==> src/rtl/cop_bus_pkg.sv <==
package cop_bus_pkg;

    localparam int addr_w    = 23;            // word address, adr[23:1]
    localparam int data_w    = 16;
    localparam int ram_aw    = 11;            // 2K words, mirrors across 0x318000
    localparam int snd_depth = 4;
    localparam int snd_aw    = $clog2(snd_depth);
    localparam int snd_w     = 8;             // sound command byte
    localparam int vid_sel_w = 9;             // 3 tile chips x mode/scroll/map
    localparam int rd_cs_w   = 6;             // one bit per read reg_idx
    localparam int wr_cs_w   = 3;             // prisel, sndcmd, vclr

    localparam logic [1:0] page_low   = 2'd0; // adr[23:22], upper pages unmapped
    localparam logic [1:0] region_vid = 2'd2; // 0x2xxxxx
    localparam logic [1:0] region_io  = 2'd3; // 0x3xxxxx ram/io
    localparam logic [1:0] sub_dsp    = 2'd1; // 0x24xxxx display chips
    localparam logic [2:0] win_third  = 3'd6; // 0x24c000 third chip, split by chip_reg
    localparam logic [2:0] bank_io    = 3'd3; // 0x30c000
    localparam logic [2:0] bank_ram   = 3'd6; // 0x318000

    // read side, reg_idx = adr[3:1] with adr[4] low
    localparam logic [2:0] reg_cab0   = 3'd0; // 0x30c000
    localparam logic [2:0] reg_cab1   = 3'd1; // 0x30c002
    localparam logic [2:0] reg_dsw    = 3'd2; // 0x30c004
    localparam logic [2:0] reg_sec    = 3'd4; // 0x30c008 service/coin/vblank
    localparam logic [2:0] reg_status = 3'd5; // 0x30c00a fifo level + ovf

    // write side, reg_idx = adr[3:1] with adr[4] high
    localparam logic [2:0] reg_prisel = 3'd0; // 0x30c010
    localparam logic [2:0] reg_sndcmd = 3'd2; // 0x30c014
    localparam logic [2:0] reg_vclr   = 3'd4; // 0x30c018

    typedef struct packed {
        logic [1:0] page;      // adr[23:22]
        logic [1:0] region;    // adr[21:20]
        logic [1:0] sub;       // adr[19:18]
        logic [1:0] dsp_gap;   // adr[17:16]
        logic [2:0] window;    // adr[15:13]
        logic [1:0] chip_reg;  // adr[12:11]
        logic [9:0] low;       // adr[10:1]
    } vid_view_t;

    typedef struct packed {
        logic [1:0] page;      // adr[23:22]
        logic [1:0] region;    // adr[21:20]
        logic [2:0] gap;       // adr[19:17]
        logic [2:0] bank;      // adr[16:14]
        logic [8:0] rest;      // adr[13:5]
        logic       wr_half;   // adr[4]
        logic [2:0] reg_idx;   // adr[3:1]
    } io_view_t;

    typedef union packed {
        vid_view_t vid_view;
        io_view_t  io_view;
    } bus_addr_u;

endpackage

==> src/rtl/cop_io_regs.sv <==
module cop_io_regs (
    input  logic                             clk,
    input  logic                             arst_n,
    input  logic [cop_bus_pkg::rd_cs_w-1:0]  rd_cs,
    input  logic [cop_bus_pkg::wr_cs_w-1:0]  wr_cs,
    input  logic                             wr_stb,     // first cycle of an access
    input  logic [cop_bus_pkg::data_w-1:0]   dat_w,
    input  logic [cop_bus_pkg::data_w-1:0]   cab_in0,
    input  logic [cop_bus_pkg::data_w-1:0]   cab_in1,
    input  logic [cop_bus_pkg::data_w-1:0]   dsw,
    input  logic                             service,
    input  logic [1:0]                       coin,
    input  logic                             vblank,     // one cycle pulse
    input  logic [cop_bus_pkg::snd_aw:0]     snd_level,
    input  logic                             snd_ovf,
    output logic [cop_bus_pkg::data_w-1:0]   rd_data,
    output logic [3:0]                       prisel,
    output logic                             irq,
    output logic                             snd_push,
    output logic [cop_bus_pkg::snd_w-1:0]    snd_data,
    output logic                             ovf_clr
);

    logic [cop_bus_pkg::data_w-1:0] rd_mux;

    always_comb begin
        rd_mux = '0;
        if (rd_cs[cop_bus_pkg::reg_cab0]) rd_mux = cab_in0;
        if (rd_cs[cop_bus_pkg::reg_cab1]) rd_mux = cab_in1;
        if (rd_cs[cop_bus_pkg::reg_dsw])  rd_mux = dsw;
        if (rd_cs[cop_bus_pkg::reg_sec])  rd_mux = {10'd0, service, coin, 2'd0, irq}; // bits 5:3 as on pcb
        if (rd_cs[cop_bus_pkg::reg_status]) rd_mux = {12'd0, snd_ovf, snd_level};
    end

    assign ovf_clr = wr_stb && rd_cs[cop_bus_pkg::reg_status]; // flag is read then cleared

    always_ff @(posedge clk) begin
        if (wr_stb) begin
            rd_data <= rd_mux;                  // held through the ack cycle
        end
        if (wr_stb && wr_cs[1]) begin
            snd_data <= dat_w[cop_bus_pkg::snd_w-1:0];
        end
    end

    always_ff @(posedge clk or negedge arst_n) begin
        if (!arst_n) begin
            prisel   <= 4'd0;
            irq      <= 1'b0;
            snd_push <= 1'b0;
        end else begin
            snd_push <= wr_stb && wr_cs[1];     // one push per sound write
            if (wr_stb && wr_cs[0]) begin
                prisel <= dat_w[3:0];
            end
            if (vblank) begin
                irq <= 1'b1;                    // set beats clear
            end else if (wr_stb && wr_cs[2]) begin
                irq <= 1'b0;
            end
        end
    end

    // push lands in the ack cycle, where no new access can strobe
    assert property (@(posedge clk) disable iff (!arst_n)
        snd_push |-> !wr_stb)
        else $error("cop_io_regs: sound push overlaps a new access strobe");

endmodule

==> config.mk <==
export PLATFORM = sky130hd
export DESIGN_NAME = cop_io_regs
export DESIGN_NICKNAME = d
export VERILOG_FILES = /design/src/rtl/cop_bus_pkg.sv /design/src/rtl/cop_io_regs.sv
export SDC_FILE = /design/constraint.sdc
export NUM_CORES = 1
export LEC_CHECK = 0
export BUFFER_PORTS_ARGS = -buffer_cell sky130_fd_sc_hd__clkbuf_2
export CORE_MARGIN = 2
export CORE_UTILIZATION = 40
export DETAILED_ROUTE_END_ITERATION = 10
export PLACE_DENSITY = 0.78
export SLEW_MARGIN = 40
export SYNTH_ARGS = -nofsm -noshare
export SYNTH_HDL_FRONTEND = slang
export SYNTH_SLANG_ARGS = --single-unit
==> constraint.sdc <==
create_clock -name clk -period 1.2 [get_ports clk]
set_input_delay 0 -clock clk [delete_from_list [all_inputs] [get_ports clk]]
set_output_delay 0 -clock clk [all_outputs]
set_load 0.005 [all_outputs]
# Word-level counts from Yosys, hierarchy flattened
# Index checks and enable logic that the tools add are counted.
# classes
n_mux,7
n_reduce_logical,6
# op_table
op,count
$mux W16,3
$mux W6,1
$logic_and A1 B1 Y1,4
$mux W4,1
$mux W1,2
$reduce_bool A2 Y1,1
$reduce_or A2 Y1,1
# word_totals
reg_bits,30
input_bits,84
output_inout_bits,31
elab_cells,20

# Longest topological paths before layout
# Gate-level depths: netlist of the first run.
# depth
word_depth,5
depth_mapped,6

# Worst setup path before layout of the first run
# No wires, ideal clock.
# synth_timing
kind,input to register
start,input port rd_cs[1] (netlist name)
end,"register rd_data[10] (netlist name), data pin"
setup_ns,0.260
arrival_time_ns,0.673
required_ns,0.940
setup_slack_ns,0.267
cell_stages,6
path_cell_list,buf_6 > nor2b_4 > buf_6 > buf_6 > a221oi_2 > nor3_2
# synth_between
elab_chain_len,2
# synth_lines
item,line,rtl
"start, declared",cop_io_regs.sv:4,"input logic [cop_bus_pkg::rd_cs_w-1:0] rd_cs,"
$mux W16,cop_io_regs.sv:29,if (rd_cs[cop_bus_pkg::reg_cab1]) rd_mux = cab_in1;
$mux W16,cop_io_regs.sv:30,if (rd_cs[cop_bus_pkg::reg_dsw]) rd_mux = dsw;
"end signal, assigned",cop_io_regs.sv:39,rd_data <= rd_mux;
"end, declared",cop_io_regs.sv:16,"output logic [cop_bus_pkg::data_w-1:0] rd_data,"
# No other way between the ends.
# A chain may end at the register's enable or synchronous reset.

# Worst setup path after layout of the first run
# layout_timing
start,register irq
end,"register rd_data[0] (netlist name), data pin"
# layout_between
elab_chain_len,2
# layout_lines
item,line,rtl
"start, declared",cop_io_regs.sv:18,"output logic irq,"
"start signal, assigned",cop_io_regs.sv:49,irq <= 1'b0;
"start signal, assigned",cop_io_regs.sv:57,irq <= 1'b1;
"start signal, assigned",cop_io_regs.sv:59,irq <= 1'b0;
$mux W6,cop_io_regs.sv:31,"if (rd_cs[cop_bus_pkg::reg_sec]) rd_mux = {10'd0, service, coin, 2'd0, irq};"
$mux W4,cop_io_regs.sv:32,"if (rd_cs[cop_bus_pkg::reg_status]) rd_mux = {12'd0, snd_ovf, snd_level};"
net rd_mux (one bit),cop_io_regs.sv:24,logic [cop_bus_pkg::data_w-1:0] rd_mux;
# The timed path passes the listed nets, and every way through them passes these cells.

==> summary.txt, run 1 <==
Hold path
  • HP Class: primary input to flop

STA
  • Count of final setup violators: 0
  • Worst Skew: 0.00526 ns
  • Max Slew Vio Count: 0
  • Crit share post-route: 80.0%
  • Count of final hold-check violations: 0
  • RSZ-0062 raised after global routing: no
  • Achievable frequency: 1.04 GHz
  • Slew @ Worst Pin: 0.462 ns
  • Min Tclk post-route: 0.960 ns
  • Slew headroom: 69.2%
  • Setup TNS: 0 ns
  • Final hold slack: 0.00792 ns

Worst setup path
  • Top delay family on crit path: flip-flops
  • Worst R2R End: rd_data[0]
  • Startpoint types: flop
  • Crit-path cells: a22oi_1 -> o31ai_1
  • CP peak stage delay: 0.40 ns
  • Cells on worst reg2reg path: 2
  • Setup crit end kind: flop
  • Worst r2r src: irq
  • Kind of critical path: flop to flop
  • Critical Path RT: 1.21 ns
  • R2R Setup Slk: 0.24 ns
  • CP max FO: 3
  • WP depth: 2
  • CP Capture Point: rd_data[0]
  • Critical Path AT: 0.97 ns
  • Critical Path Start: irq
  • Crit-path slowest cell: dfrtp_1
  • WP buf/inv: 0

Routing
  • DRT Pass-1 Iters: 4
  • DRC: 0
  • Vias: 1,327
  • Final antenna-violating net count: 0
  • Routed len/inst: 13.7 microns
  • 1st-iter DRT viols: 52
  • Total wire length: 3760 microns
  • Via/cell ratio: 4.84

Logic synthesis
  • Unique cell type count in the Yosys netlist: 21
  • Synthesized area: 0.00154 sq mm
  • Register area share after synthesis: 56.7%
  • Syn Area/Cell: 14.6 sq um
  • Yosys Warn Count: 0
  • Post-Synthesis Cells: 105
  • Post-Syn Nets: 189
  • Seq cells post-synth: 30

Global routing
  • Vias in the first global route: 1,256
  • Global-route wire length before repair: 5610 microns
  • Initial antenna violation count: 0
  • Total GRT Usage: 17.4%
  • Remaining Overflow, GRT: 0
  • Largest net degree at the start of global routing: 21

Finish
  • Area grow syn2layout: 50.4%
  • Share of cells above drive strength 1: 64.2%
  • Antenna diodes: 0
  • Post-route cell area: 0.00231 sq mm
  • Final Non-Filler Cells: 274
  • Final net count: 309

Run
  • Count of maximum capacitance violations: 0

Pwr
  • Peak supply drop: 0.503 mV
  • Power Dens Cells: 1100 mW/mm^2
  • Leakage power: 1.04 nW
  • Total Power: 2.54 mW

Clock tree
  • H-Tree Depth: 2
  • Clock sinks: 30
  • Clock Tree Buf Depth: 2
  • Clk_lat worst skew: 0.27 ns
  • CTS Root Cell: clkbuf_8
  • Clock transition at path regs: 0.07 ns
  • CTS tree: done
  • Cts bufs inserted: 5

Place
  • Post-Place Cells: 255
  • Gpl congestion: 0.850
  • DP HPWL: 2950 microns
  • Buffers on Ports: 105
  • Post-DP Area: 0.00211 sq mm

Die
  • Die width: 66.0 microns
  • CORE AREA: 0.00369 sq mm
  • Die Y: 66.0 microns
  • # rows: 22
  • Starting Density: 41.6%
  • I/O pins: 115
  • Die ar.: 0.00435 sq mm

Run status
  • Status: finished clean
synthesized netlist by cell type:
master	instances	area [sq um]
and2b_2	1	8.76
a221oi_2	10	150
mux2_2	4	45.0
buf_2	2	10.0
a221oi_1	6	52.6
or2_1	1	6.26
dfrtp_1	6	150
edfxtp_1	24	721
nor2b_4	1	13.8
and2_2	1	7.51
a21o_1	1	7.51
nand2_1	6	22.5
and2_1	1	6.26
a22oi_1	2	15.0
buf_6	4	45.0
nor2b_1	16	100
nor3_2	10	100
buf_12	1	20.0
o32ai_1	1	8.76
o31ai_1	5	37.5
clkbuf_1	2	7.51
worst min-delay path by stage:
stage | from | cells after the start | end | slack (ns)
6_report | snd_level[1] | 3 | rd_data[1] | 0.008
5_1_grt | snd_level[2] | 3 | rd_data[2] | 0.03
4_1_cts | service | 3 | rd_data[5] | 0.004
3_5_place_dp | arst_n | 1 | prisel[0] | -0.16
3_3_place_gp | arst_n | 1 | prisel[0] | -0.16
2_1_floorplan | arst_n | 0 | irq | -0.30
sequential cells by signal, summed over array words and instances (netlist names):
signal and cells:
irq 1, prisel 4, rd_data 16, snd_data 8, snd_push 1
final cells by class:
class	instances	area, sq um
fill	296	1380
multi-input combinational	66	582
tap	48	60.1
sequential	30	871
clock inverter	1	5.00
clock buffer	7	86.3
timing repair buffer	122	706
per-stage QoR:
| step | utilization [%] | setup slack, ns |
|---|---|---|
| 2_1_floorplan | - | 0.267 |
| 3_3_place_gp | 57.2 | 0.0935 |
| 3_5_place_dp | 57.2 | 0.0691 |
| 4_1_cts | 62.6 | 0.232 |
| 5_1_grt | 62.6 | 0.192 |
| 6_report | 62.6 | 0.240 |
repair_timing:
action,CTS,global route
setup buffers,0,0
resized for setup,0,0
endpoints found under the setup margin,0,0
hold buffers,11,0
hold endpoints to repair,19,0
tightest hold or removal path, cell delays in order:
cell and delay (ns):
clkbuf_2 0.08, nand2_1 0.04, o31ai_1 0.05
logic make-up (layout without fill, tap and decap cells):
family	after synthesis	after routing	synth area share, %
mux	4	4	2.93
buf+inv	9	130	5.38
flops	30	30	56.7
simple gates	37	37	17.3
compound gates	25	25	17.7
cell usage in the layout (no fill, tap or decap), types with 2 or more instances in the layout:
master	count
a221oi_2	10
clkbuf_8	6
a221oi_1	6
dfrtp_1	6
a22oi_1	2
nand2_1	6
buf_4	4
mux2_2	4
dlygate4sd3_1	11
clkbuf_2	105
buf_12	2
nor3_2	10
nor2b_1	16
edfxtp_1	24
o31ai_1	5
routing by layer:
metal | vias up | share of wire, % | routed length [microns] | GRT usage [%]
li1 | 652 | - | - | -
met1 | 599 | 42 | 1590 | 21.1
met2 | 68 | 49 | 1830 | 29.8
met3 | 8 | 6.8 | 255 | 3.07
met4 | 0 | 2.3 | 86 | 8.42
met5 | - | 0 | 0 | 0
where the power goes:
group | internal (mW) | switching (mW) | leakage, nW | total [mW]
combinational | 0.274 | 0.218 | 0.692 | 0.492
sequential | 1.22 | 0.0305 | 0.299 | 1.25
clock | 0.461 | 0.338 | 0.0482 | 0.799
No activity file was read; power rests on OpenSTA's default activity.
==> run 2, diff against run 1 <==
--- a/config.mk
+++ b/config.mk
@@ -7,9 +7,9 @@
 export LEC_CHECK = 0
 export BUFFER_PORTS_ARGS = -buffer_cell sky130_fd_sc_hd__clkbuf_2
 export CORE_MARGIN = 2
-export CORE_UTILIZATION = 40
+export CORE_UTILIZATION = 36
 export DETAILED_ROUTE_END_ITERATION = 10
-export PLACE_DENSITY = 0.78
+export PLACE_DENSITY = 0.74
 export SLEW_MARGIN = 40
 export SYNTH_ARGS = -nofsm -noshare
 export SYNTH_HDL_FRONTEND = slang
==> constraint.sdc (replaced) <==
create_clock -name clk -period 0.8 [get_ports clk]
set_input_delay 0 -clock clk [delete_from_list [all_inputs] [get_ports clk]]
set_output_delay 0 -clock clk [all_outputs]
set_load 0.005 [all_outputs]
==> summary.txt, run 2 (synthesis gave the netlist of run 1 again) <==
Place
  • Gpl congestion: 0.777
  • Post-Place Cells: 263
  • DP HPWL: 3260 microns
  • Buffers on Ports: 105

Clock tree
  • H-Tree Depth: 2
  • Clock Tree Buf Depth: 2
  • Clock sinks: 30
  • Clock transition at path regs: 0.06 ns
  • CTS Root Cell: clkbuf_8
  • CTS tree: done
  • Postcts setup bufs: 0
  • Cts bufs inserted: 5
  • Clk_lat worst skew: 0.28 ns

Die
  • I/O pins: 115
  • CORE AREA: 0.00406 sq mm
  • # rows: 23
  • Die width: 69.3 microns
  • Starting Density: 37.8%
  • Die Y: 69.3 microns
  • Die ar.: 0.00480 sq mm

Global routing
  • Global-route wire length before repair: 6760 microns
  • Remaining Overflow, GRT: 0
  • Largest net degree at the start of global routing: 21
  • Initial antenna violation count: 0
  • Total GRT Usage: 17.6%
  • Vias in the first global route: 1,421

Routing
  • Final antenna-violating net count: 0
  • DRT Pass-1 Iters: 4
  • Vias: 1,383
  • Total wire length: 4140 microns
  • 1st-iter DRT viols: 63
  • Routed len/inst: 14.6 microns
  • DRC: 0
  • Via/cell ratio: 4.89

Finish
  • Fin util: 60.3%
  • Most common cell after layout, fill and taps aside: clkbuf_2
  • Final net count: 316
  • Area grow syn2layout: 59.4%
  • Final Non-Filler Cells: 283
  • Reg with most FFs: rd_data
  • Max reg flops: 16
  • Share of cells above drive strength 1: 65.2%
  • Largest regs: rd_data (16), snd_data (8), prisel (4)
  • Most frequent cells in the layout: clkbuf_2 (105), edfxtp_1 (24), nor2b_1 (16), dlygate4sd3_1 (12)
  • Antenna diodes: 0

Run
  • Count of maximum capacitance violations: 0

Pwr
  • Pint: 3.61 mW
  • Switching power: 0.962 mW
  • Flop pwr share: 41.1%
  • Combinational power share: 17.3%
  • Power Dens Cells: 1870 mW/mm^2
  • Peak supply drop: 0.766 mV
  • Leakage power: 1.10 nW
  • Clock group share of total power: 41.6%
  • Switching share of power: 21.0%

Hold path
  • HP Class: primary input to flop

Worst setup path
  • Critical Path RT: 0.83 ns
  • Setup crit end kind: flop
  • Kind of critical path: flop to flop
  • Critical Path AT: 0.94 ns
  • CP max FO: 2
  • Startpoint types: flop

STA
  • Max Slew Vio Count: 0
  • Crit share post-route: 114%
  • Slew headroom: 74.2%
  • RSZ-0062 raised after global routing: yes
  • Achievable frequency: 1.10 GHz
  • Min Tclk post-route: 0.913 ns
  • Count of final setup violators: 2
  • Worst Skew: 0.000387 ns
  • Final WS setup: -0.113 ns
  • Final hold slack: 0.00961 ns
  • Slew @ Worst Pin: 0.387 ns
  • Count of final hold-check violations: 0

Run status
  • Status: finished with violations
  • Failing checks: negative setup slack
run 2: cell count changes in the layout (fill, tap and decap cells not counted), sizes merged:
| cell | delta |
|---|---|
| clkinv | -1 |
| clkbuf | -1 |
| dlygate4sd3 | +1 |
| bufinv | +2 |
| buf | +6 |
run 2: final timing paths:
| check | start | to | slack (ns) | cells past startpoint |
|---|---|---|---|---|
| worst max register to register | irq | rd_data[0] | -0.11 | 2 |
| worst min register to register | prisel[3] | prisel[3] | 0.51 | 1 |
| worst min-delay path | snd_level[2] | rd_data[2] | 0.01 | 3 |
| max in group asynchronous | arst_n | prisel[1] | 0.55 | 2 |
| min in group asynchronous | arst_n | prisel[2] | 0.09 | 2 |
| worst max-delay path | irq | rd_data[0] | -0.11 | 2 |
run 2: area by class of cell:
class                   instances  area (sq um)
clock buffers                   6          82.6
clock inverters                 2          60.1
fillers                       335          1610
multi-input cells              66           582
flip-flops and latches         30           871
well taps                      50          62.6
repair buffers                129           790
run 2: per-stage QoR:
| step | instance area, sq um | setup TNS [ns] | total power [mW] | setup slack (ns) |
|---|---|---|---|---|
| floorplan | 1540 | -1.55 | 2.21 | -0.133 |
| detailed placement | 2180 | -2.97 | 2.66 | -0.207 |
| global placement | 2180 | -2.39 | 2.64 | -0.235 |
| CTS | 2450 | -0.257 | 4.63 | -0.125 |
| finish | 2450 | -0.217 | 4.57 | -0.113 |
| global route | 2450 | -0.446 | 4.76 | -0.146 |
run 2: critical path, cell delays in order, from the launching register on:
cell and delay (ns):
dfrtp_1 0.40, a22oi_1 0.16, o31ai_1 0.09
run 2: repair_timing:
item	in CTS	in global routing
hold buffers	12	0
pin swaps	0	1
resized for setup	1	0
hold endpoints to repair	20	0
setup endpoints to repair	4	16
run 2: power by group through the flow:
stage | Combinational, mW | Sequential, mW | Clock, mW
global placement | 0.734 | 1.91 | 0
detailed placement | 0.751 | 1.91 | 0
finish | 0.792 | 1.88 | 1.90
CTS | 0.802 | 1.88 | 1.95
global route | 0.861 | 1.89 | 2.00
floorplan | 0.288 | 1.92 | 0
run 2: metal layers:
metal	global-route usage, %	vias to the layer above	wire length (microns)
met2	30.9	75	2110
li1	-	667	-
met1	21.2	635	1650
met3	4.22	6	321
met4	5.88	0	61
met5	0	-	0
