[src/rtl/cop_bus_pkg.sv]
package cop_bus_pkg;

    localparam int addr_w    = 23;            // word address, adr[23:1]
    localparam int data_w    = 16;
    localparam int ram_aw    = 11;            // 2K words, mirrors across 0x318000
    localparam int snd_depth = 4;
    localparam int snd_aw    = $clog2(snd_depth);
    localparam int snd_w     = 8;             // sound command byte
    localparam int vid_sel_w = 9;             // 3 tile chips x mode/scroll/map
    localparam int rd_cs_w   = 6;             // one bit per read reg_idx
    localparam int wr_cs_w   = 3;             // prisel, sndcmd, vclr

    localparam logic [1:0] page_low   = 2'd0; // adr[23:22], upper pages unmapped
    localparam logic [1:0] region_vid = 2'd2; // 0x2xxxxx
    localparam logic [1:0] region_io  = 2'd3; // 0x3xxxxx ram/io
    localparam logic [1:0] sub_dsp    = 2'd1; // 0x24xxxx display chips
    localparam logic [2:0] win_third  = 3'd6; // 0x24c000 third chip, split by chip_reg
    localparam logic [2:0] bank_io    = 3'd3; // 0x30c000
    localparam logic [2:0] bank_ram   = 3'd6; // 0x318000

    // read side, reg_idx = adr[3:1] with adr[4] low
    localparam logic [2:0] reg_cab0   = 3'd0; // 0x30c000
    localparam logic [2:0] reg_cab1   = 3'd1; // 0x30c002
    localparam logic [2:0] reg_dsw    = 3'd2; // 0x30c004
    localparam logic [2:0] reg_sec    = 3'd4; // 0x30c008 service/coin/vblank
    localparam logic [2:0] reg_status = 3'd5; // 0x30c00a fifo level + ovf

    // write side, reg_idx = adr[3:1] with adr[4] high
    localparam logic [2:0] reg_prisel = 3'd0; // 0x30c010
    localparam logic [2:0] reg_sndcmd = 3'd2; // 0x30c014
    localparam logic [2:0] reg_vclr   = 3'd4; // 0x30c018

    typedef struct packed {
        logic [1:0] page;      // adr[23:22]
        logic [1:0] region;    // adr[21:20]
        logic [1:0] sub;       // adr[19:18]
        logic [1:0] dsp_gap;   // adr[17:16]
        logic [2:0] window;    // adr[15:13]
        logic [1:0] chip_reg;  // adr[12:11]
        logic [9:0] low;       // adr[10:1]
    } vid_view_t;

    typedef struct packed {
        logic [1:0] page;      // adr[23:22]
        logic [1:0] region;    // adr[21:20]
        logic [2:0] gap;       // adr[19:17]
        logic [2:0] bank;      // adr[16:14]
        logic [8:0] rest;      // adr[13:5]
        logic       wr_half;   // adr[4]
        logic [2:0] reg_idx;   // adr[3:1]
    } io_view_t;

    typedef union packed {
        vid_view_t vid_view;
        io_view_t  io_view;
    } bus_addr_u;

endpackage

[src/rtl/cop_addr_decoder.sv]
module cop_addr_decoder (
    input  cop_bus_pkg::bus_addr_u             adr,
    input  logic                               we,
    input  logic                               acc,      // cyc & stb
    output logic                               ram_cs,
    output logic [cop_bus_pkg::rd_cs_w-1:0]    rd_cs,
    output logic [cop_bus_pkg::wr_cs_w-1:0]    wr_cs,
    output logic [cop_bus_pkg::vid_sel_w-1:0]  vid_sel
);

    logic low_page;

    assign low_page = adr.vid_view.page == cop_bus_pkg::page_low;

    always_comb begin
        ram_cs  = 1'b0;
        rd_cs   = '0;
        wr_cs   = '0;
        vid_sel = '0;
        if (acc && low_page) begin
            // display chips at 0x24xxxx
            if (adr.vid_view.region == cop_bus_pkg::region_vid &&
                adr.vid_view.sub == cop_bus_pkg::sub_dsp) begin
                if (adr.vid_view.window < cop_bus_pkg::win_third) begin
                    vid_sel[adr.vid_view.window] = 1'b1;     // first two chips, 0x2000 apart
                end else if (adr.vid_view.window == cop_bus_pkg::win_third &&
                             adr.vid_view.chip_reg != 2'd3) begin
                    // third chip packs its windows 0x800 apart
                    vid_sel[int'(cop_bus_pkg::win_third) + int'(adr.vid_view.chip_reg)] = 1'b1;
                end
            end
            if (adr.io_view.region == cop_bus_pkg::region_io) begin
                case (adr.io_view.bank)
                    cop_bus_pkg::bank_io: begin
                        if (!we && !adr.io_view.wr_half) begin   // reads below 0x30c010
                            case (adr.io_view.reg_idx)
                                cop_bus_pkg::reg_cab0,
                                cop_bus_pkg::reg_cab1,
                                cop_bus_pkg::reg_dsw,
                                cop_bus_pkg::reg_sec,
                                cop_bus_pkg::reg_status: rd_cs[adr.io_view.reg_idx] = 1'b1;
                                default: ;                       // idx 3 not fitted
                            endcase
                        end
                        if (we && adr.io_view.wr_half) begin     // writes from 0x30c010
                            case (adr.io_view.reg_idx)
                                cop_bus_pkg::reg_prisel: wr_cs[0] = 1'b1;
                                cop_bus_pkg::reg_sndcmd: wr_cs[1] = 1'b1;
                                cop_bus_pkg::reg_vclr:   wr_cs[2] = 1'b1;
                                default: ;
                            endcase
                        end
                    end
                    cop_bus_pkg::bank_ram: ram_cs = 1'b1;        // mirrors every 4K bytes
                    default: ;
                endcase
            end
        end
    end

    // ram, io and video selects share one bus slot
    always_comb begin
        assert ($onehot0({ram_cs, rd_cs, wr_cs, vid_sel}))
            else $error("cop_addr_decoder: more than one select active");
    end

endmodule

[config.mk]
export PLATFORM = sky130hd
export DESIGN_NAME = cop_addr_decoder
export DESIGN_NICKNAME = d
export VERILOG_FILES = /design/src/rtl/cop_bus_pkg.sv /design/src/rtl/cop_addr_decoder.sv
export SDC_FILE = /design/constraint.sdc
export NUM_CORES = 1
export LEC_CHECK = 0
export BUFFER_PORTS_ARGS = -buffer_cell sky130_fd_sc_hd__buf_2
export CAP_MARGIN = 40
export CORE_AREA = 2 2 39 41
export DETAILED_ROUTE_END_ITERATION = 6
export DIE_AREA = 0 0 41 43
export PLACE_DENSITY_LB_ADDON = 0.15
export RECOVER_POWER = 25
export SETUP_SLACK_MARGIN = 0.2
export SYNTH_ARGS = -nofsm -noshare
export SYNTH_HDL_FRONTEND = slang
export SYNTH_SLANG_ARGS = --single-unit
export TNS_END_PERCENT = 10
[constraint.sdc]
create_clock -name vclk -period 1.1
set_clock_uncertainty 0.05 [all_clocks]
set_input_delay 0.165 -clock vclk [all_inputs]
set_output_delay 0.165 -clock vclk [all_outputs]
set_load 0.02 [all_outputs]
; Word level (Yosys, flattened, before mapping)
; Cells that the tools add are included.
[op_classes]
order_cmp = 7
n_addsub = 1
n_eq_ne = 11
reduce_logical = 13
n_mux = 25
[op_table]
columns = operator, count
row1 = $mux 9, 4
row2 = $mux 6, 5
row3 = $eq 3x3->1 const B, 4
row4 = $mux 3, 4
row5 = $mux 1, 9
row6 = $logic_and 1x1->1, 8
row7 = $demux 1 s3, 2
row8 = $eq 3x2->1 const B, 2
row9 = $ge 3x1->1 const B, 2
row10 = $lt 3x5->1 const B, 1
row11 = $lt 4x5->1 const B, 1
row12 = $reduce_or 5->1, 1
row13 = $add 3x2->4 const A, 1
row14 = $demux 1 s4, 1
row15 = $eq 2x2->1 const B, 2
row16 = $ge 4x1->1 const B, 1
row17 = $lt 3x4->1 const B, 1
row18 = $eq 3x1->1 const B, 1
row19 = $logic_not 3->1, 1
row20 = $lt 3x3->1 const B, 1
row21 = $eq 2x1->1 const B, 1
row22 = $logic_not 1->1, 2
row23 = $logic_not 2->1, 1
row24 = $ne 2x2->1 const B, 1
[totals]
output_inout_bits = 19
ff_bits = 0
word_cells = 57

; Logic depth before layout (Yosys ltp)
; Gate-level depths: netlist of the first run.
[logic_depth]
ltp_word = 9
ltp_mapped = 4
ltp_nobuf = 2

; Worst setup path before layout of the first run
; OpenSTA, ideal clock, no wires.
[synth_timing]
kind = input port to output port
start = in adr[19] in the netlist's numbering
end = out vid_sel[7] in the netlist's numbering
required_time_ps = 885
path_slack_ps = -515
arrival_time_ps = 1400
path_stages = 3
path_cell_list = or3b_1 > buf_6 > nor4_1
[synth_between]
elab_chain_len = 4
[synth_rtl]
columns = element, line
row1 = start: declaration, cop_addr_decoder.sv:2  ; input cop_bus_pkg::bus_addr_u adr,
row2 = $eq 2x2->1, cop_addr_decoder.sv:22  ; if (adr.vid_view.region == cop_bus_pkg::region_vid &&
row3 = $logic_and 1x1->1, cop_addr_decoder.sv:22
row4 = $mux 9, cop_addr_decoder.sv:22
row5 = $mux 9, cop_addr_decoder.sv:20  ; if (acc && low_page) begin
row6 = end: declaration, cop_addr_decoder.sv:8  ; output logic [cop_bus_pkg::vid_sel_w-1:0] vid_sel
; No other way between the ends.

; Worst setup path in the final report of the first run
[layout_timing]
start = in adr[18] in the netlist's numbering
end = out vid_sel[6] in the netlist's numbering
[layout_between]
elab_chain_len = 4
[layout_rtl]
columns = element, line
row1 = $eq 2x1->1, cop_addr_decoder.sv:23  ; adr.vid_view.sub == cop_bus_pkg::sub_dsp) begin
row2 = $logic_and 1x1->1, cop_addr_decoder.sv:22
row3 = $mux 9, cop_addr_decoder.sv:22
row4 = $mux 9, cop_addr_decoder.sv:20
; No other way between the ends.

==> results of run 1 <==
[cell type report]
type / instances / area [um^2]
Tap cell: 16 / 20.02
Inverter: 2 / 7.507
Timing Repair Buffer: 48 / 391.6
Fill cell: 112 / 382.9
Multi-Input combinational cell: 40 / 581.8
[worst min path at each step]
stage,start,end,slack (ns),cells after the start
final,adr[10],vid_sel[6],0.67,4
after detailed placement,adr[15],ram_cs,0.67,4
after floorplan,adr[12],vid_sel[2],0.32,1
after CTS,adr[10],vid_sel[6],0.67,4
after global routing,we,rd_cs[1],0.69,4
after global placement,adr[15],ram_cs,0.67,4
[cell families after synthesis]
logic type,Yosys count,share of synthesized area
and+or+nand+nor,39,0.8489
other,1,0.01162
buffers and inverters,8,0.1395
[cells in the final DEF, fill, tap and decap left out]
cell                        count
sky130_fd_sc_hd__buf_4         27
sky130_fd_sc_hd__nor4_4        16
sky130_fd_sc_hd__buf_2         13
sky130_fd_sc_hd__nand2b_1       5
sky130_fd_sc_hd__buf_6          5
sky130_fd_sc_hd__or3b_4         3
sky130_fd_sc_hd__nand2_1        3
sky130_fd_sc_hd__inv_1          2
sky130_fd_sc_hd__nand4bb_4      2
sky130_fd_sc_hd__nor2_1         2
sky130_fd_sc_hd__nor4b_4        2
sky130_fd_sc_hd__buf_12         2
sky130_fd_sc_hd__or4b_4         1
sky130_fd_sc_hd__or2_4          1
sky130_fd_sc_hd__or2b_1         1
sky130_fd_sc_hd__nand3_1        1
sky130_fd_sc_hd__nand3b_1       1
sky130_fd_sc_hd__nand4b_1       1
sky130_fd_sc_hd__conb_1         1
sky130_fd_sc_hd__buf_16         1
[layer usage]
metal,part of all wire,GRT usage,routed length [um],vias up
li1,-,-,-,273
met1,0.35,0.2025,503,248
met2,0.57,0.3469,803,24
met3,0.067,0.005236,95,2
met4,0.013,0.02000,19,0
met5,0,0,0,-
[worst max-delay path, stage by stage]
cell                      delay [ns]
sky130_fd_sc_hd__buf_6          0.09
sky130_fd_sc_hd__or3b_4         0.43
sky130_fd_sc_hd__buf_12         0.16
sky130_fd_sc_hd__nor4b_4        0.20
sky130_fd_sc_hd__buf_4          0.18
[per-stage QoR]
step,worst slack (ns),std cells,power [mW],hold slack [ns]
floorplan,-0.2403,48,0.1264,0.3195
global placement,-0.4160,105,0.1966,0.6655
detailed placement,-0.4273,105,0.2002,0.6729
CTS,-0.3485,106,0.2318,0.6747
global route,-0.3977,106,0.2463,0.6905
finish,-0.3450,106,0.2300,0.6738
[power breakdown]
group / switching, mW / leakage, nW / internal, mW
Sequential: 0 / 0 / 0
Combinational: 0.121 / 0.472 / 0.109
Clock: 0 / 0 / 0
[timing repair]
action | in CTS | in global routing
pin swaps | 15 | 0
resized for setup | 29 | 0
setup endpoints to repair | 18 | 18
cloned | 1 | 0
==> results.ini, run 1 <==
[layout]
final_layout_size_suffix_gt1_frac = 0.8111
synthToLayoutAreaGrowth_pct = 210.1
fin_util = 0.7233
ff_latch_area_um2 = 0
n_antenna_cell = 0
final_design_area_no_fill_um2 = 1001
final.clkbuf_count = 0
number_of_flip_flops_and_latches = 0
layout.nets = 117

[yosys]
synth.distinct_cells = 20
synth_fp_nets = 73
area_fraction_of_the_dominant_cell_type_after_synthesis = 0.3101
synth.cell_area_um2 = 322.8
post-synth-top-area-cell = sky130_fd_sc_hd__nor4_1
synthTopCellsByCount = sky130_fd_sc_hd__nor4_1 (16), sky130_fd_sc_hd__nand2b_1 (5), sky130_fd_sc_hd__buf_2 (3), sky130_fd_sc_hd__nand2_1 (3)
synth_area_per_cell_um2 = 6.725
synth_seq_area_share = 0
biggest_area_contributors_in_the_synthesized_netlist = sky130_fd_sc_hd__nor4_1 (31%), sky130_fd_sc_hd__nand2b_1 (9.7%), sky130_fd_sc_hd__nor4b_2 (9.3%)
post-synth-top-count-cell = sky130_fd_sc_hd__nor4_1
number_of_warnings_printed_during_yosys_synthesis = 0
syn_inst = 48

[sta]
finalSetupViolations = 18
final_max_slew_viol_count = 0
fin_setup_tns_ns = -4.646
report.final.hold_viol_count = 0
setup_ws_ns = -0.3450
period_minus_slack_ns = 1.445
final_min_period_over_clock_period = 1.314
rsz0062_at_grt = true
fmaxAchievable_ghz = 0.6920

[grt]
number_of_antenna_violations_at_the_first_check_in_global_routing = 0
grt_start_max_net_pins = 19
overall_fraction_of_global_route_tracks_in_use = 0.1788
grt-ovfl-total = 0
grt_pass1_vias = 515
grt_first_pass_wirelength_mm = 2.249

[route]
remaining_number_of_nets_flagged_by_the_antenna_check_after_routing = 0
totalWireLength_mm = 1.421
drc = 0
initialDrtViolationCount = 4
routed_vias = 547
drt_first_pass_iters = 4
wire_per_inst_um = 13.41
via_cell_ratio = 5.160

[min_path]
min_path_type = in2out

[die]
core_region_area_um2 = 1384
dieArea_um2 = 1763
dieWidth_um = 41
floorplan.initialDensity = 0.2333
total_i_o_pin_count = 44
floorplan.die.height_um = 43
num_rows = 14

[worst_setup_path]
worstSetupEndpointType = output pin
crit_fanout = 5
crit_path_required_time_ns = 0.88
critPathCapture = vid_sel[6]
arrival_ns = 1.23
worst_setup_path_startpoint = adr[18]
setup.worst_path.class = in2out
startpoint_type = input port

[pwr]
worst_ir_drop_vdd_v = 0.0001805
power_density_nw_per_um2 = 229.8
power.static_leakage_nw = 0.4723

[placement]
dpl-instance-area_um2 = 875.8
post-dp-hpwl_mm = 1.069
place.gp.congestion = 0.6796
place.port_buffers = 36

[clocking]
ctsHoldBuffers = 0
cts_setup_buffers = 0

[run]
timing.max_cap.violations = 0

[outcome]
result_of_the_run = finished, violations left
failed_checks = negative setup slack

Note: power is estimated with default switching activity, not from simulation.
==> inputs of run 2 (changes only) <==
--- a/config.mk
+++ b/config.mk
@@ -5,6 +5,7 @@
 export SDC_FILE = /design/constraint.sdc
 export NUM_CORES = 1
 export LEC_CHECK = 0
+export ABC_CLOCK_PERIOD_IN_PS = 1600
 export BUFFER_PORTS_ARGS = -buffer_cell sky130_fd_sc_hd__buf_2
 export CAP_MARGIN = 40
 export CORE_AREA = 2 2 39 41
==> constraint.sdc (replaced) <==
create_clock -name vclk -period 1.6
set_clock_uncertainty 0.05 [all_clocks]
set_input_delay 0.24 -clock vclk [all_inputs]
set_output_delay 0.24 -clock vclk [all_outputs]
set_load 0.02 [all_outputs]
==> results.ini, run 2 (same netlist as run 1, synthesis figures left out) <==
[run]
timing.max_cap.violations = 0  ; unchanged

[worst_setup_path]
critical-path-max-stage-delay_ns = 0.39  ; was 0.43 ns
startpoint_type = input port  ; unchanged
cp_cell_instances = buf_6 -> or3b_4 -> buf_12 -> nor4_4 -> buf_4  ; was buf_6 -> or3b_4 -> buf_12 -> nor4b_4 -> buf_4
worstSetupEndpointType = output pin  ; unchanged
cp.buffers_inverters = 3  ; unchanged
worst_path_dominant_cell_family = simple AND/OR/NAND/NOR gates  ; unchanged
arrival_ns = 1.32  ; was 1.23 ns
crit_path_required_time_ns = 1.31  ; was 0.88 ns
crit_fanout = 9  ; was 5
setup.worst_path.class = in2out  ; unchanged
cp_slowest_cell = sky130_fd_sc_hd__or3b_4  ; unchanged

[sta]
final_max_slew_viol_count = 0  ; unchanged
fmaxAchievable_ghz = 0.6223
rsz0062_at_grt = true  ; unchanged
report.final.hold_viol_count = 0  ; unchanged
setup_ws_ns = -0.007021  ; was -0.3450 ns
final_min_period_over_clock_period = 1.004
finalSetupViolations = 1  ; was 18
worst_hold_slack_ns = 0.7458  ; was 0.6738 ns
period_minus_slack_ns = 1.607

[die]
floorplan.initialDensity = 0.2333  ; unchanged
total_i_o_pin_count = 44  ; unchanged
floorplan.die.height_um = 43  ; unchanged
core_region_area_um2 = 1384  ; unchanged
dieArea_um2 = 1763  ; unchanged
num_rows = 14  ; unchanged
dieWidth_um = 41  ; unchanged

[layout]
number_of_flip_flops_and_latches = 0  ; unchanged
n_antenna_cell = 0  ; unchanged
ff_latch_area_um2 = 0  ; unchanged
mostFrequentLayoutCells = sky130_fd_sc_hd__buf_4 (20), sky130_fd_sc_hd__nor4_4 (15), sky130_fd_sc_hd__buf_6 (12)  ; was sky130_fd_sc_hd__buf_4 (27), sky130_fd_sc_hd__nor4_4 (16), sky130_fd_sc_hd__buf_2 (13)
final.clkbuf_count = 0  ; unchanged
final-instance-count-excl-fill = 102  ; was 106
final_layout_size_suffix_gt1_frac = 0.7791  ; was 0.8111
synthToLayoutAreaGrowth_pct = 203.1  ; was 210.1%
layout.nets = 113  ; was 117
layout.cells.most_common = sky130_fd_sc_hd__buf_4  ; unchanged

[route]
via_cell_ratio = 5.118  ; was 5.160
wire_per_inst_um = 12.29  ; was 13.41 um
totalWireLength_mm = 1.254  ; was 1.421 mm
routed_vias = 522  ; was 547
drc = 0  ; unchanged
initialDrtViolationCount = 2  ; was 4
remaining_number_of_nets_flagged_by_the_antenna_check_after_routing = 0  ; unchanged
drt_first_pass_iters = 2  ; was 4

[min_path]
min_path_type = in2out  ; unchanged

[grt]
grt-ovfl-total = 0  ; unchanged
grt_start_max_net_pins = 19  ; unchanged
overall_fraction_of_global_route_tracks_in_use = 0.1670  ; was 0.1788
number_of_antenna_violations_at_the_first_check_in_global_routing = 0  ; unchanged
grt_pass1_vias = 477  ; was 515
grt_first_pass_wirelength_mm = 2.201  ; was 2.249 mm

[clocking]
cts_setup_buffers = 0  ; unchanged

[placement]
place.gp.congestion = 0.6521  ; was 0.6796
place.port_buffers = 36  ; unchanged
dp_cells = 102  ; was 105
post-dp-hpwl_um = 966.3  ; was 1.069 mm

[pwr]
design_power_total_uw = 155.3  ; was 230.0 uW
worst_ir_drop_vdd_v = 0.0001433  ; was 0.0001805 V
power.static_leakage_nw = 0.4468  ; was 0.4723 nW
power_density_nw_per_um2 = 158.8  ; was 229.8 nW/um^2

[outcome]
failed_checks = negative setup slack  ; unchanged
result_of_the_run = finished, violations left  ; unchanged

[run 2: metal layers]
metal,global-route usage,routed length (um),vias up
li1,-,-,263
met1,0.2476,521,237
met2,0.2688,654,22
met3,0,78,0
met4,0.02000,0,0
met5,0,0,-
[run 2: tightest hold or removal path: stages]
cell                       delay [ns]
sky130_fd_sc_hd__buf_6           0.12
sky130_fd_sc_hd__nor4_4          0.05
sky130_fd_sc_hd__clkbuf_2        0.14
[run 2: where the power goes]
part / switching, mW / internal [mW] / total, mW
combinational: 0.0787 / 0.0767 / 0.155
clock: 0 / 0 / 0
sequential: 0 / 0 / 0
[run 2: worst paths after layout]
check	start	end	slack (ns)	cells past startpoint
max	adr[19]	vid_sel[7]	-0.007	5
min	adr[13]	ram_cs	0.75	3
[run 2: area by class of cell]
cell class,instances,area (um^2)
tap,16,20.02
multi-input combinational,40,566.8
fill,97,405.4
timing repair buffer,44,384.1
inverter,2,7.507
[run 2: through the flow]
stage | util | TNS (ns) | cell area [um^2] | setup WS, ns
floorplan | - | 0 | 620.6 | 0.1097
global placement | 0.6166 | -0.5166 | 853.3 | -0.08088
detailed placement | 0.6166 | -0.5396 | 853.3 | -0.08329
CTS | 0.6935 | -0.005151 | 959.7 | -0.002654
global route | 0.7071 | -0.1150 | 978.4 | -0.05093
finish | 0.7071 | -0.007021 | 978.4 | -0.007021
[run 2: timing repair]
item | CTS | global route
gates resized for setup | 31 | 8
hold endpoints to repair | 0 | 0
endpoints found under the setup margin | 18 | 18
pin swaps | 17 | 12
hold buffers | 0 | 0
