[src/rtl/cop_bus_pkg.sv]
package cop_bus_pkg;

    localparam int addr_w    = 23;            // word address, adr[23:1]
    localparam int data_w    = 16;
    localparam int ram_aw    = 11;            // 2K words, mirrors across 0x318000
    localparam int snd_depth = 4;
    localparam int snd_aw    = $clog2(snd_depth);
    localparam int snd_w     = 8;             // sound command byte
    localparam int vid_sel_w = 9;             // 3 tile chips x mode/scroll/map
    localparam int rd_cs_w   = 6;             // one bit per read reg_idx
    localparam int wr_cs_w   = 3;             // prisel, sndcmd, vclr

    localparam logic [1:0] page_low   = 2'd0; // adr[23:22], upper pages unmapped
    localparam logic [1:0] region_vid = 2'd2; // 0x2xxxxx
    localparam logic [1:0] region_io  = 2'd3; // 0x3xxxxx ram/io
    localparam logic [1:0] sub_dsp    = 2'd1; // 0x24xxxx display chips
    localparam logic [2:0] win_third  = 3'd6; // 0x24c000 third chip, split by chip_reg
    localparam logic [2:0] bank_io    = 3'd3; // 0x30c000
    localparam logic [2:0] bank_ram   = 3'd6; // 0x318000

    // read side, reg_idx = adr[3:1] with adr[4] low
    localparam logic [2:0] reg_cab0   = 3'd0; // 0x30c000
    localparam logic [2:0] reg_cab1   = 3'd1; // 0x30c002
    localparam logic [2:0] reg_dsw    = 3'd2; // 0x30c004
    localparam logic [2:0] reg_sec    = 3'd4; // 0x30c008 service/coin/vblank
    localparam logic [2:0] reg_status = 3'd5; // 0x30c00a fifo level + ovf

    // write side, reg_idx = adr[3:1] with adr[4] high
    localparam logic [2:0] reg_prisel = 3'd0; // 0x30c010
    localparam logic [2:0] reg_sndcmd = 3'd2; // 0x30c014
    localparam logic [2:0] reg_vclr   = 3'd4; // 0x30c018

    typedef struct packed {
        logic [1:0] page;      // adr[23:22]
        logic [1:0] region;    // adr[21:20]
        logic [1:0] sub;       // adr[19:18]
        logic [1:0] dsp_gap;   // adr[17:16]
        logic [2:0] window;    // adr[15:13]
        logic [1:0] chip_reg;  // adr[12:11]
        logic [9:0] low;       // adr[10:1]
    } vid_view_t;

    typedef struct packed {
        logic [1:0] page;      // adr[23:22]
        logic [1:0] region;    // adr[21:20]
        logic [2:0] gap;       // adr[19:17]
        logic [2:0] bank;      // adr[16:14]
        logic [8:0] rest;      // adr[13:5]
        logic       wr_half;   // adr[4]
        logic [2:0] reg_idx;   // adr[3:1]
    } io_view_t;

    typedef union packed {
        vid_view_t vid_view;
        io_view_t  io_view;
    } bus_addr_u;

endpackage

[src/rtl/cop_snd_fifo.sv]
module cop_snd_fifo (
    input  logic                             clk,
    input  logic                             arst_n,
    input  logic                             push,
    input  logic [cop_bus_pkg::snd_w-1:0]    push_data,
    input  logic                             pop,
    output logic [cop_bus_pkg::snd_w-1:0]    head,
    output logic                             valid,
    output logic [cop_bus_pkg::snd_aw:0]     level,
    output logic                             ovf,       // sticky
    input  logic                             ovf_clr
);

    logic [cop_bus_pkg::snd_w-1:0]  mem [cop_bus_pkg::snd_depth];
    logic [cop_bus_pkg::snd_aw-1:0] wr_ptr;
    logic [cop_bus_pkg::snd_aw-1:0] rd_ptr;
    logic                           full;
    logic                           do_push;
    logic                           do_pop;

    assign full    = int'(level) == cop_bus_pkg::snd_depth;
    assign valid   = level != '0;
    assign head    = mem[rd_ptr];
    assign do_push = push && !full;             // full fifo drops the command
    assign do_pop  = pop && valid;              // pop on empty ignored

    always_ff @(posedge clk) begin
        if (do_push) begin
            mem[wr_ptr] <= push_data;
        end
    end

    always_ff @(posedge clk or negedge arst_n) begin
        if (!arst_n) begin
            wr_ptr <= '0;
            rd_ptr <= '0;
            level  <= '0;
            ovf    <= 1'b0;
        end else begin
            if (do_push) wr_ptr <= wr_ptr + 1'b1; // wraps at depth
            if (do_pop)  rd_ptr <= rd_ptr + 1'b1;
            case ({do_push, do_pop})
                2'b10:   level <= level + 1'b1;
                2'b01:   level <= level - 1'b1;
                default: ;
            endcase
            if (push && full) begin
                ovf <= 1'b1;
            end else if (ovf_clr) begin
                ovf <= 1'b0;
            end
        end
    end

    assert property (@(posedge clk) disable iff (!arst_n)
        int'(level) <= cop_bus_pkg::snd_depth)
        else $error("cop_snd_fifo: level above depth");

endmodule

[config.mk]
export PLATFORM = sky130hd
export DESIGN_NAME = cop_snd_fifo
export DESIGN_NICKNAME = d
export VERILOG_FILES = /design/src/rtl/cop_bus_pkg.sv /design/src/rtl/cop_snd_fifo.sv
export SDC_FILE = /design/constraint.sdc
export NUM_CORES = 1
export LEC_CHECK = 0
export ABC_AREA = 1
export BUFFER_PORTS_ARGS = -buffer_cell sky130_fd_sc_hd__clkbuf_2
export CAP_MARGIN = 30
export CORE_UTILIZATION = 49
export CTS_BUF_LIST = sky130_fd_sc_hd__clkbuf_16
export CTS_CLUSTER_SIZE = 10
export DETAILED_ROUTE_END_ITERATION = 10
export PLACE_DENSITY = 0.74
export REMOVE_ABC_BUFFERS = 1
export SLEW_MARGIN = 20
export SYNTH_ARGS = -nofsm -noshare
export SYNTH_HDL_FRONTEND = slang
export SYNTH_SLANG_ARGS = --single-unit
export TNS_END_PERCENT = 10
[constraint.sdc]
create_clock -name clk -period 2.3 [get_ports clk]
set_input_delay 0.46 -clock clk [delete_from_list [all_inputs] [get_ports clk]]
set_output_delay 0.46 -clock clk [all_outputs]
set_load 0.1 [all_outputs]
---- Yosys cells after proc, flatten, opt, wreduce, memory -nomap -nowiden ----
Memory sizes are Yosys's and may differ from the RTL's.
Index checks and enable logic that the tools add are counted.
word-level totals
  register bits ........................... 8
  logic and storage cells ................. 24
  bits in writable memories ............... 32
  memories ................................ 1
  output and inout port bits .............. 13
  bits of input ports ..................... 13
memory list
  name  words  bits a word  read ports  clocked after Yosys merged registers in  wr ports  RTL line            RTL
  mem   4      8            1           0                                        1         cop_snd_fifo.sv:14  logic [cop_bus_pkg::snd_w-1:0] mem [cop_bus_pkg::snd_depth];
operators by class
  equality and inequality tests ........... 3
  mux-type cells .......................... 5
  reduce and logical (&&, ||, !) cells .... 7
  $add $sub $neg .......................... 4
operators by type and width
  cell                                                                 number
  3-bit one-hot mux with 2 select lines                                1
  2-bit by 1-bit adder with 2-bit output (second input constant)       2
  1-bit two-way mux                                                    4
  2-bit nonzero test                                                   2
  3-bit by 1-bit adder with 3-bit output (second input constant)       1
  3-bit == test (second input constant)                                1
  1-bit logical AND                                                    3
  3-bit nonzero test                                                   1
  3-bit by 1-bit subtractor with 3-bit output (second input constant)  1
  2-bit by 1-bit == test with 1-bit output (second input constant)     1
  2-bit == test (second input constant)                                1
  1-bit logical NOT                                                    1

---- Depth between registers and ports, before layout ----
Gate-level depths: netlist (run 1).
  depth in word-level cells ............... 5
  mapped depth ............................ 12
  gate-level depth less buffers ........... 12

---- Worst setup path after synthesis (run 1) ----
No wires, ideal clock.
  path type ............................... flip-flop to flip-flop
  start point ............................. register level[1] (netlist bit)
  end point ............................... register level[2] (netlist bit)
  cell stages (with the launch flop) ...... 12
  setup slack ............................. -491 ps
  buffers on the path ..................... 0
  required time ........................... 2178 ps
  data arrival time ....................... 2669 ps
  library setup time ...................... 122 ps
  period minus slack after synthesis ...... 2791 ps
  cell sequence ........................... dfrtp_1 -> inv_1 -> nand3_2 -> nand2_1 -> inv_1 -> ha_1 -> inv_1 -> fa_1 -> nand2_1 -> nand3_1 -> nand2_1 -> nand2_1
between the ends
  elaborated cells between the ends (all ways) .. 11
  those cells by class .................... add/sub (2); eq/ne (3); mux (1); reduce/logical (5)
RTL lines
  what                                                                         RTL line            RTL
  from (decl)                                                                  cop_snd_fifo.sv:9   output logic [cop_bus_pkg::snd_aw:0] level,
  from (signal assigned)                                                       cop_snd_fifo.sv:43  2'b10: level <= level + 1'b1;
  from (signal assigned)                                                       cop_snd_fifo.sv:44  2'b01: level <= level - 1'b1;
  3-bit nonzero test *                                                         cop_snd_fifo.sv:22  assign valid = level != '0;
  net valid                                                                    cop_snd_fifo.sv:8   output logic valid,
  1-bit logical AND *                                                          cop_snd_fifo.sv:25  assign do_pop = pop && valid;
  net do_pop                                                                   cop_snd_fifo.sv:19  logic do_pop;
  2-bit by 1-bit == test with 1-bit output or 2-bit == test (tied branches)    cop_snd_fifo.sv:42  case ({do_push, do_pop})
  3-bit one-hot mux with 2 select lines or 2-bit nonzero test (tied branches)  -
Mark *: on every way through the listed nets, which the timed path passes. The rest lies on a longest branch.
A chain may end at the register's enable or synchronous reset.

---- Worst setup path in the final report (run 1) ----
  start point ............................. register rd_ptr[1] (netlist bit)
  end point ............................... output port head[1] (netlist bit)
between the ends
  word-level cells in the longest chain between the ends .. 1
RTL lines
  what                    RTL line            RTL
  from (decl)             cop_snd_fifo.sv:16  logic [cop_bus_pkg::snd_aw-1:0] rd_ptr;
  from (signal assigned)  cop_snd_fifo.sv:41  if (do_pop) rd_ptr <= rd_ptr + 1'b1;
  memory read 4 x 8 bit   -
  to (decl)               cop_snd_fifo.sv:7   output logic [cop_bus_pkg::snd_w-1:0] head,
No other way between the ends.

==> results.tsv, run 1 <==
metric	value	unit
setup_violations	0	
start_util	52.20	%
slew_headroom	63.95	%
drc_errors	0	
min_period	2.125	ns
timing.rr.start	level[1]	
cap_violations	0	
worstSetupPathType	flip-flop to output port	
place.detailed.hpwl	2035	µm
drive_gt1_share	21.69	%
grt-ovfl-total	0	
drt_iter0_drc	57	
synth-adder-area-share	4.632	%
placed_cells	227	
final_common_cell	nand2_1	
r2r_setup_slack	0.44	ns
synth_top_area_share	53.89	%
syn_to_final_growth	18.74	%
cts_buffer_depth	2	
viasPerCell	4.791	
antenna_found_initial	0	
rr_worst_depth	10	
cp_max_fo	10	
post-cts-setup-buffer-count	0	
synth_top_area_cell	edfxtp_1	
rsz0062_at_grt	false	
synth_area	0.001783	mm²
final_cell_mix	nand2_1 (40), edfxtp_1 (32), inv_1 (31)	
htree_num_levels	2	
fmaxAchievable	470.5	MHz
die_h	62.32	µm
die_area	0.003884	mm²
drv_slew	0	
hp-class	input port to async pin	
final_util	61.98	%
status	completed	
yosysWarnings	0	
routed_wl	2870	µm
grt_pass1_vias	1136	
hold_viol	0	
drtAntennaViolNets	0	
crit_path_end_kind	output port	
stdcell_count	235	
fp.dieW	62.32	µm
worst_pin_slew	0.5431	ns
cp-start-kind	flip-flop	
io_pins	26	
ys_seq_area_share	65.12	%
grt_usage	17.49	%
grt_max_degree	34	
required	1.84	ns
clkSlewWorstSetupHoldPaths	0.05	ns
synth_compound_area_share	7.368	%
synth_area_per_cell	11.43	µm²
cts_buffers	5	
finalCritPeriodShare	92.40	%
clock_skew	0.002585	ns
wl_per_cell	12.21	µm
nNetsFinal	207	
yosys.area_share.simple	12.77	%
num_antenna_cells	0	
synth_cells	156	
place_congestion	0.6956	
num_rows	21	
port_buffers	25	
firstDrtPassIters	4	
synth_mux_area_share	0	%
cts-root-buf	clkbuf_16	
cts_num_sinks	40	
grt_pass1_wl	5043	µm
cts_tree	built	
synth_area_leaders	edfxtp_1 (54%), dfrtp_1 (11%), nand2_1 (8.4%), o211ai_1 (6.7%), inv_1 (6.5%)	
r2r_end	level[2]	
via_count	1126	
synth_seq_cells	40	
synth_cell_types	19	
crit_end	head[1]	
synthXorXnorAreaFrac	0.4912	%
arrival	1.67	ns
cp-startpoint	rd_ptr[1]	
worstSkewPairLatency	0.28	ns
core_area	0.003416	mm²
synth_top_family_by_area	simple AND/OR/NAND/NOR gates	
[layout make-up]
cell class	count	area, µm²
Fill cell	288	1299
Clock inverter	3	37.54
Clock buffer	5	125.1
Sequential cell	40	1161
Multi-Input combinational cell	78	450.4
Inverter	34	130.1
Timing Repair Buffer	29	155.1
Tap cell	46	57.56
[routing by layer]
metal	up-vias	wire, µm	share of wire, %	GRT usage [%]
met5	-	0	0	0
met4	0	21	0.73	4.360
met3	2	130	4.5	6.985
met2	18	1509	53	30.91
met1	529	1209	42	19.63
li1	577	-	-	-
[sequential cells by signal (all words and copies together), names as in the netlist]
signal	cells
level	3
mem	32
ovf	1
rd_ptr	2
wr_ptr	2
[per-stage QoR]
stage	hold WS (ns)	instance area (µm²)	worst slack, ns	setup TNS [ns]
final	0.02091	2117	0.1747	0
after global placement	0.3160	1952	0.4233	0
after global routing	0.02670	2117	0.08888	0
after detailed placement	0.3217	1952	0.3624	0
after floorplan	0.1644	1739	-0.4911	-1.010
after CTS	0.02371	2115	0.06136	0
[worst min-delay path by stage]
stage                     slack, ns  endpoint  startpoint
after global routing           0.03  level[1]      arst_n
final                          0.02  level[1]      arst_n
after floorplan                0.16  level[0]      arst_n
after global placement         0.32  level[1]      arst_n
after detailed placement       0.32  level[1]      arst_n
after CTS                      0.02  level[2]      arst_n
[cell families (layout without fill, tap and decap cells)]
| kind of cell | Yosys count | in the layout |
|---|---|---|
| AND/OR/NAND/NOR | 53 | 53 |
| flip-flops | 40 | 40 |
| buffers and inverters | 38 | 71 |
| AO/OA/AOI/OAI | 18 | 18 |
| adder cells (fa/ha/maj) | 6 | 6 |
| XOR/XNOR | 1 | 1 |
[worst max-delay path, stage by stage, from the launching register on]
cell and delay (ns):
dfrtp_1 0.51, inv_2 0.22, o211ai_1 0.13, nand2_1 0.08
clkbuf_2 0.45
[synth_stat cells]
cell / n
nand3_1: 5
o21ai_0: 1
o22ai_1: 1
dfrtp_1: 8
fa_1: 1
buf_6: 2
clkbuf_8: 1
buf_4: 1
nand4_1: 1
nand3_2: 2
nand2_4: 1
ha_1: 5
o211ai_1: 16
edfxtp_1: 32
inv_2: 3
inv_1: 31
nor2_1: 4
xnor2_1: 1
nand2_1: 40
[what timing repair did]
action / 4_1_cts / 5_1_grt
endpoints found under the setup margin: 0 / 8
hold buffers: 0 / 0
resized for setup: 0 / 5
Power of run 1 is not shown: default switching activity piles up to over one toggle a cycle in this logic, so the estimate is an artifact.
==> run 2, diff against run 1 <==
--- a/config.mk
+++ b/config.mk
@@ -5,14 +5,13 @@
 export SDC_FILE = /design/constraint.sdc
 export NUM_CORES = 1
 export LEC_CHECK = 0
-export ABC_AREA = 1
 export BUFFER_PORTS_ARGS = -buffer_cell sky130_fd_sc_hd__clkbuf_2
 export CAP_MARGIN = 30
 export CORE_UTILIZATION = 49
 export CTS_BUF_LIST = sky130_fd_sc_hd__clkbuf_16
 export CTS_CLUSTER_SIZE = 10
 export DETAILED_ROUTE_END_ITERATION = 10
-export PLACE_DENSITY = 0.74
+export PLACE_DENSITY = 0.75
 export REMOVE_ABC_BUFFERS = 1
 export SLEW_MARGIN = 20
 export SYNTH_ARGS = -nofsm -noshare
==> results.tsv, run 2 <==
metric	value	unit
status	completed	
cts_resized	0	
synthArstFlopShare	20.00	%
arrival	1.60	ns
drt_iter0_drc	18	
die_h	59.79	µm
ys_seq_area_share	70.95	%
regMostFlops	mem	
htree_num_levels	2	
die_area	0.003575	mm²
cts_num_sinks	40	
largest_reg_flops	32	
synth_most_common_cell	edfxtp_1	
timing.rr.start	level[0]	
reg_top3	mem (32), level (3)	
worstSetupPathType	flip-flop to output port	
synth-edff-count	32	
dp_slack	0.3827	ns
r2r_setup_slack	0.40	ns
grt_usage	17.47	%
num_rows	20	
synth_area_leaders	edfxtp_1 (59%), dfrtp_1 (12%), mux4_2 (11%), ha_1 (3.8%), and2_2 (1.8%)	
nFillCells	223	
register_area	0.001161	mm²
synth_commonest_cells	edfxtp_1 (32), dfrtp_1 (8), mux4_2 (8)	
drv_slew	0	
cp_max_fo	6	
crit_path_end_kind	output port	
num_antenna_cells	0	
routed_wl	2594	µm
finalCritPeriodShare	89.58	%
place_congestion	0.6497	
antenna_found_initial	0	
postCtsHoldBufs	0	
core_area	0.003103	mm²
synth_area	0.001637	mm²
synth_cells	83	
final_cell_mix	edfxtp_1 (32), clkbuf_2 (17)	
r2r_end	level[2]	
slew_headroom	63.95	%
via_count	805	
fmaxAchievable	485.3	MHz
clock_skew	0.003490	ns
cts_tree	built	
cts_buffers	5	
synth_top_area_cell	edfxtp_1	
multi_input_area	432.9	µm²
worstSkewPairLatency	0.28	ns
start_util	52.74	%
yosysWarnings	0	
grt-ovfl-total	0	
grt_pass1_vias	844	
synth_cell_types	21	
viasPerCell	5.031	
layout_setup_ws	0.2396	ns
setup_violations	0	
io_pins	26	
cap_violations	0	
cts_buffer_depth	2	
required	1.84	ns
final_common_cell	edfxtp_1	
post-cts-setup-buffer-count	0	
nNetsFinal	134	
clkSlewWorstSetupHoldPaths	0.05	ns
hp-class	input port to async pin	
grt_max_degree	13	
drtAntennaViolNets	0	
port_buffers	25	
cts-root-buf	clkbuf_16	
worst_pin_slew	0.5430	ns
wl_per_cell	16.21	µm
cp-start-kind	flip-flop	
synth_seq_cells	40	
drive_gt1_share	44.83	%
synth_area_per_cell	19.72	µm²
rr_worst_depth	9	
grt_pass1_wl	4043	µm
min_period	2.060	ns
synthFlopType	edfxtp_1	
syn_to_final_growth	28.29	%
synth_top_area_share	58.72	%
place.detailed.hpwl	1849	µm
fp.dieW	59.79	µm
firstDrtPassIters	4	
rsz0062_at_grt	false	
drc_errors	0	
hold_viol	0	
==> run 2: cell types whose count changed after synthesis, moves of 2 or more <==
cell      previous run  this run
xor2_1               0         3
mux4_2               0         8
nand2_1             40         0
nand3_2              2         0
and2_2               0         4
nor2_1               4         1
inv_2                3         0
xnor2_1              1         3
inv_1               31         7
o211ai_1            16         0
nand3_1              5         1
==> run 2: final cells by class <==
class,instances,area share [%]
Clock buffer,5,5.959
Timing Repair Buffer,27,12.40
Sequential cell,40,55.30
Inverter,7,1.251
Multi-Input combinational cell,34,20.62
Tap cell,44,2.622
Clock inverter,3,1.847
==> run 2: routing by layer <==
metal | up-vias | GRT usage, % | wire (µm)
li1 | 374 | - | -
met3 | 4 | 6.494 | 121
met1 | 409 | 21.10 | 1085
met4 | 0 | 8.970 | 41
met5 | - | 0 | 0
met2 | 18 | 27.46 | 1346
==> run 2: through the flow <==
stage	cells	utilization, %	setup TNS [ns]	instance area [µm²]	hold slack (ns)
detailed placement	152	62.38	0	1936	0.3189
CTS	160	67.66	0	2100	0.02147
finish	160	67.66	0	2100	0.02180
global placement	152	62.38	0	1936	0.3151
global route	160	67.66	0	2100	0.03599
floorplan	81	-	-0.07305	1620	0.1644
==> run 2: how the worst max path moves through the flow <==
stage                  start       end  cells after the start
detailed placement  level[0]  level[2]                      9
finish              level[2]     valid                      2
global placement        push  level[2]                      9
floorplan           level[2]  level[2]                      7
CTS                 level[2]     valid                      2
global route        level[0]     valid                      2
==> run 2: logic make-up (layout without fill, tap and decap cells) <==
group,Yosys count,after routing,share of synthesized area [%]
buffers and inverters,9,42,2.599
AND/OR/NAND/NOR,9,9,3.593
XOR/XNOR,6,6,3.212
multiplexers,10,10,12.54
flip-flops,40,40,70.95
AO/OA/AOI/OAI,3,3,2.064
adder cells (fa/ha/maj),6,6,5.046
==> run 2: critical path, stage by stage, from the launching register on <==
cell and delay, ns:
dfrtp_1 0.47, or3_2 0.47, clkbuf_2 0.38
Power of run 2 is left out for the same reason.
==> run 3, diff against run 2 <==
--- a/config.mk
+++ b/config.mk
@@ -7,6 +7,7 @@
 export LEC_CHECK = 0
 export BUFFER_PORTS_ARGS = -buffer_cell sky130_fd_sc_hd__clkbuf_2
 export CAP_MARGIN = 30
+export CORE_ASPECT_RATIO = 1.5
 export CORE_UTILIZATION = 49
 export CTS_BUF_LIST = sky130_fd_sc_hd__clkbuf_16
 export CTS_CLUSTER_SIZE = 10
==> results.tsv, run 3 (same netlist as run 2, synthesis figures left out) <==
metric	value	unit
status	completed	
firstDrtPassIters	4	
cts_num_sinks	40	
hold_viol	0	
drt_iter0_drc	13	
placed_cells	148	
final_common_cell	edfxtp_1	
crit_path_end_kind	output port	
grt_max_degree	12	
cts_tree	built	
nNetsFinal	134	
slowest_delay	0.47	ns
cp_cell_sequence	or3_2 -> clkbuf_2	
dr_wl_met2	1352	µm
highest_layer	met4	
nFillCells	214	
slew_headroom	64.09	%
cts_buffer_depth	2	
setup_violations	0	
rsz0062_at_grt	false	
routed_wl	2419	µm
drive_gt1_share	43.10	%
cp-start-kind	flip-flop	
die_h	72.78	µm
worst-path-buf-inv	1	
regMostFlops	mem	
drc_errors	0	
post-cts-setup-buffer-count	0	
place.detailed.hpwl	1775	µm
antenna_found_initial	0	
viasPerCell	5.167	
stdcell_count	156	
grt_pass1_vias	853	
postCtsHoldBufs	0	
via_count	806	
critPathSlowestCell	or3_2	
num_antenna_cells	0	
cap_violations	0	
met1Wirelength	905	µm
required	1.84	ns
num_rows	25	
port_buffers	25	
drtAntennaViolNets	0	
largest_reg_flops	32	
hp-class	input port to async pin	
cts_resized	0	
reg_top3	mem (32), level (3)	
r2r_setup_slack	0.34	ns
wl_per_cell	15.51	µm
fp.dieW	49.19	µm
grt_usage	16.74	%
die_area	0.003580	mm²
grt_pass1_wl	4050	µm
core_area	0.003159	mm²
clock_skew	0.003776	ns
finalCritPeriodShare	89.22	%
min_period	2.052	ns
arrival	1.59	ns
cts-root-buf	clkbuf_16	
wl_met3	100	µm
clkSlewWorstSetupHoldPaths	0.05	ns
io_pins	26	
worstSetupPathType	flip-flop to output port	
syn_to_final_growth	24.77	%
start_util	51.80	%
cp_max_fo	6	
drv_slew	0	
worst_pin_slew	0.5410	ns
grt-ovfl-total	0	
worstSkewPairLatency	0.28	ns
final_cell_mix	edfxtp_1 (32), clkbuf_2 (17), inv_1 (9)	
fmaxAchievable	487.3	MHz
htree_num_levels	2	
crit_family	simple AND/OR/NAND/NOR gates	
cts_buffers	5	
place_congestion	0.6183	
run 3: cell count changes in the layout (fill, tap and decap cells not counted):
cell	delta
buf_12	-2
buf_4	+2
bufinv_16	-1
clkinv_1	+1
clkinv_2	-1
inv_1	+1
run 3: worst paths after layout:
| kind | start | endpoint | depth (start not counted) |
|---|---|---|---|
| max | level[2] | valid | 2 |
| min | arst_n | wr_ptr[1] | 1 |
| max reg2reg | level[0] | level[2] | 9 |
| min reg2reg | ovf | ovf | 2 |
| max in group asynchronous | arst_n | rd_ptr[1] | 1 |
| min in group clk | ovf_clr | ovf | 2 |
run 3: final cells by class:
cell class	instances	area (µm²)	share of cell area, %
Inverter	7	26.28	1.287
Sequential cell	40	1161	56.86
Clock inverter	3	11.26	0.5515
Timing Repair Buffer	27	235.2	11.52
Multi-Input combinational cell	34	432.9	21.20
Clock buffer	5	125.1	6.127
Tap cell	40	50.05	2.451
run 3: routing by layer:
layer | GRT usage, % | up-vias
li1 | - | 376
met1 | 16.98 | 401
met2 | 29.68 | 21
met3 | 5.417 | 8
met4 | 9.804 | 0
met5 | 0 | -
run 3: through the flow:
| stage | TNS (ns) | setup slack, ns | area, µm² | hold slack, ns | utilization [%] |
|---|---|---|---|---|---|
| after floorplan | -0.07305 | -0.07305 | 1620 | 0.1644 | - |
| after global routing | 0 | 0.1758 | 2042 | 0.04275 | 64.63 |
| after CTS | 0 | 0.2404 | 2042 | 0.02941 | 64.63 |
| after global placement | 0 | 0.4711 | 1906 | 0.3216 | 60.32 |
| final | 0 | 0.2480 | 2042 | 0.02857 | 64.63 |
| after detailed placement | 0 | 0.3580 | 1906 | 0.3239 | 60.32 |
Power of run 3 is left out for the same reason.
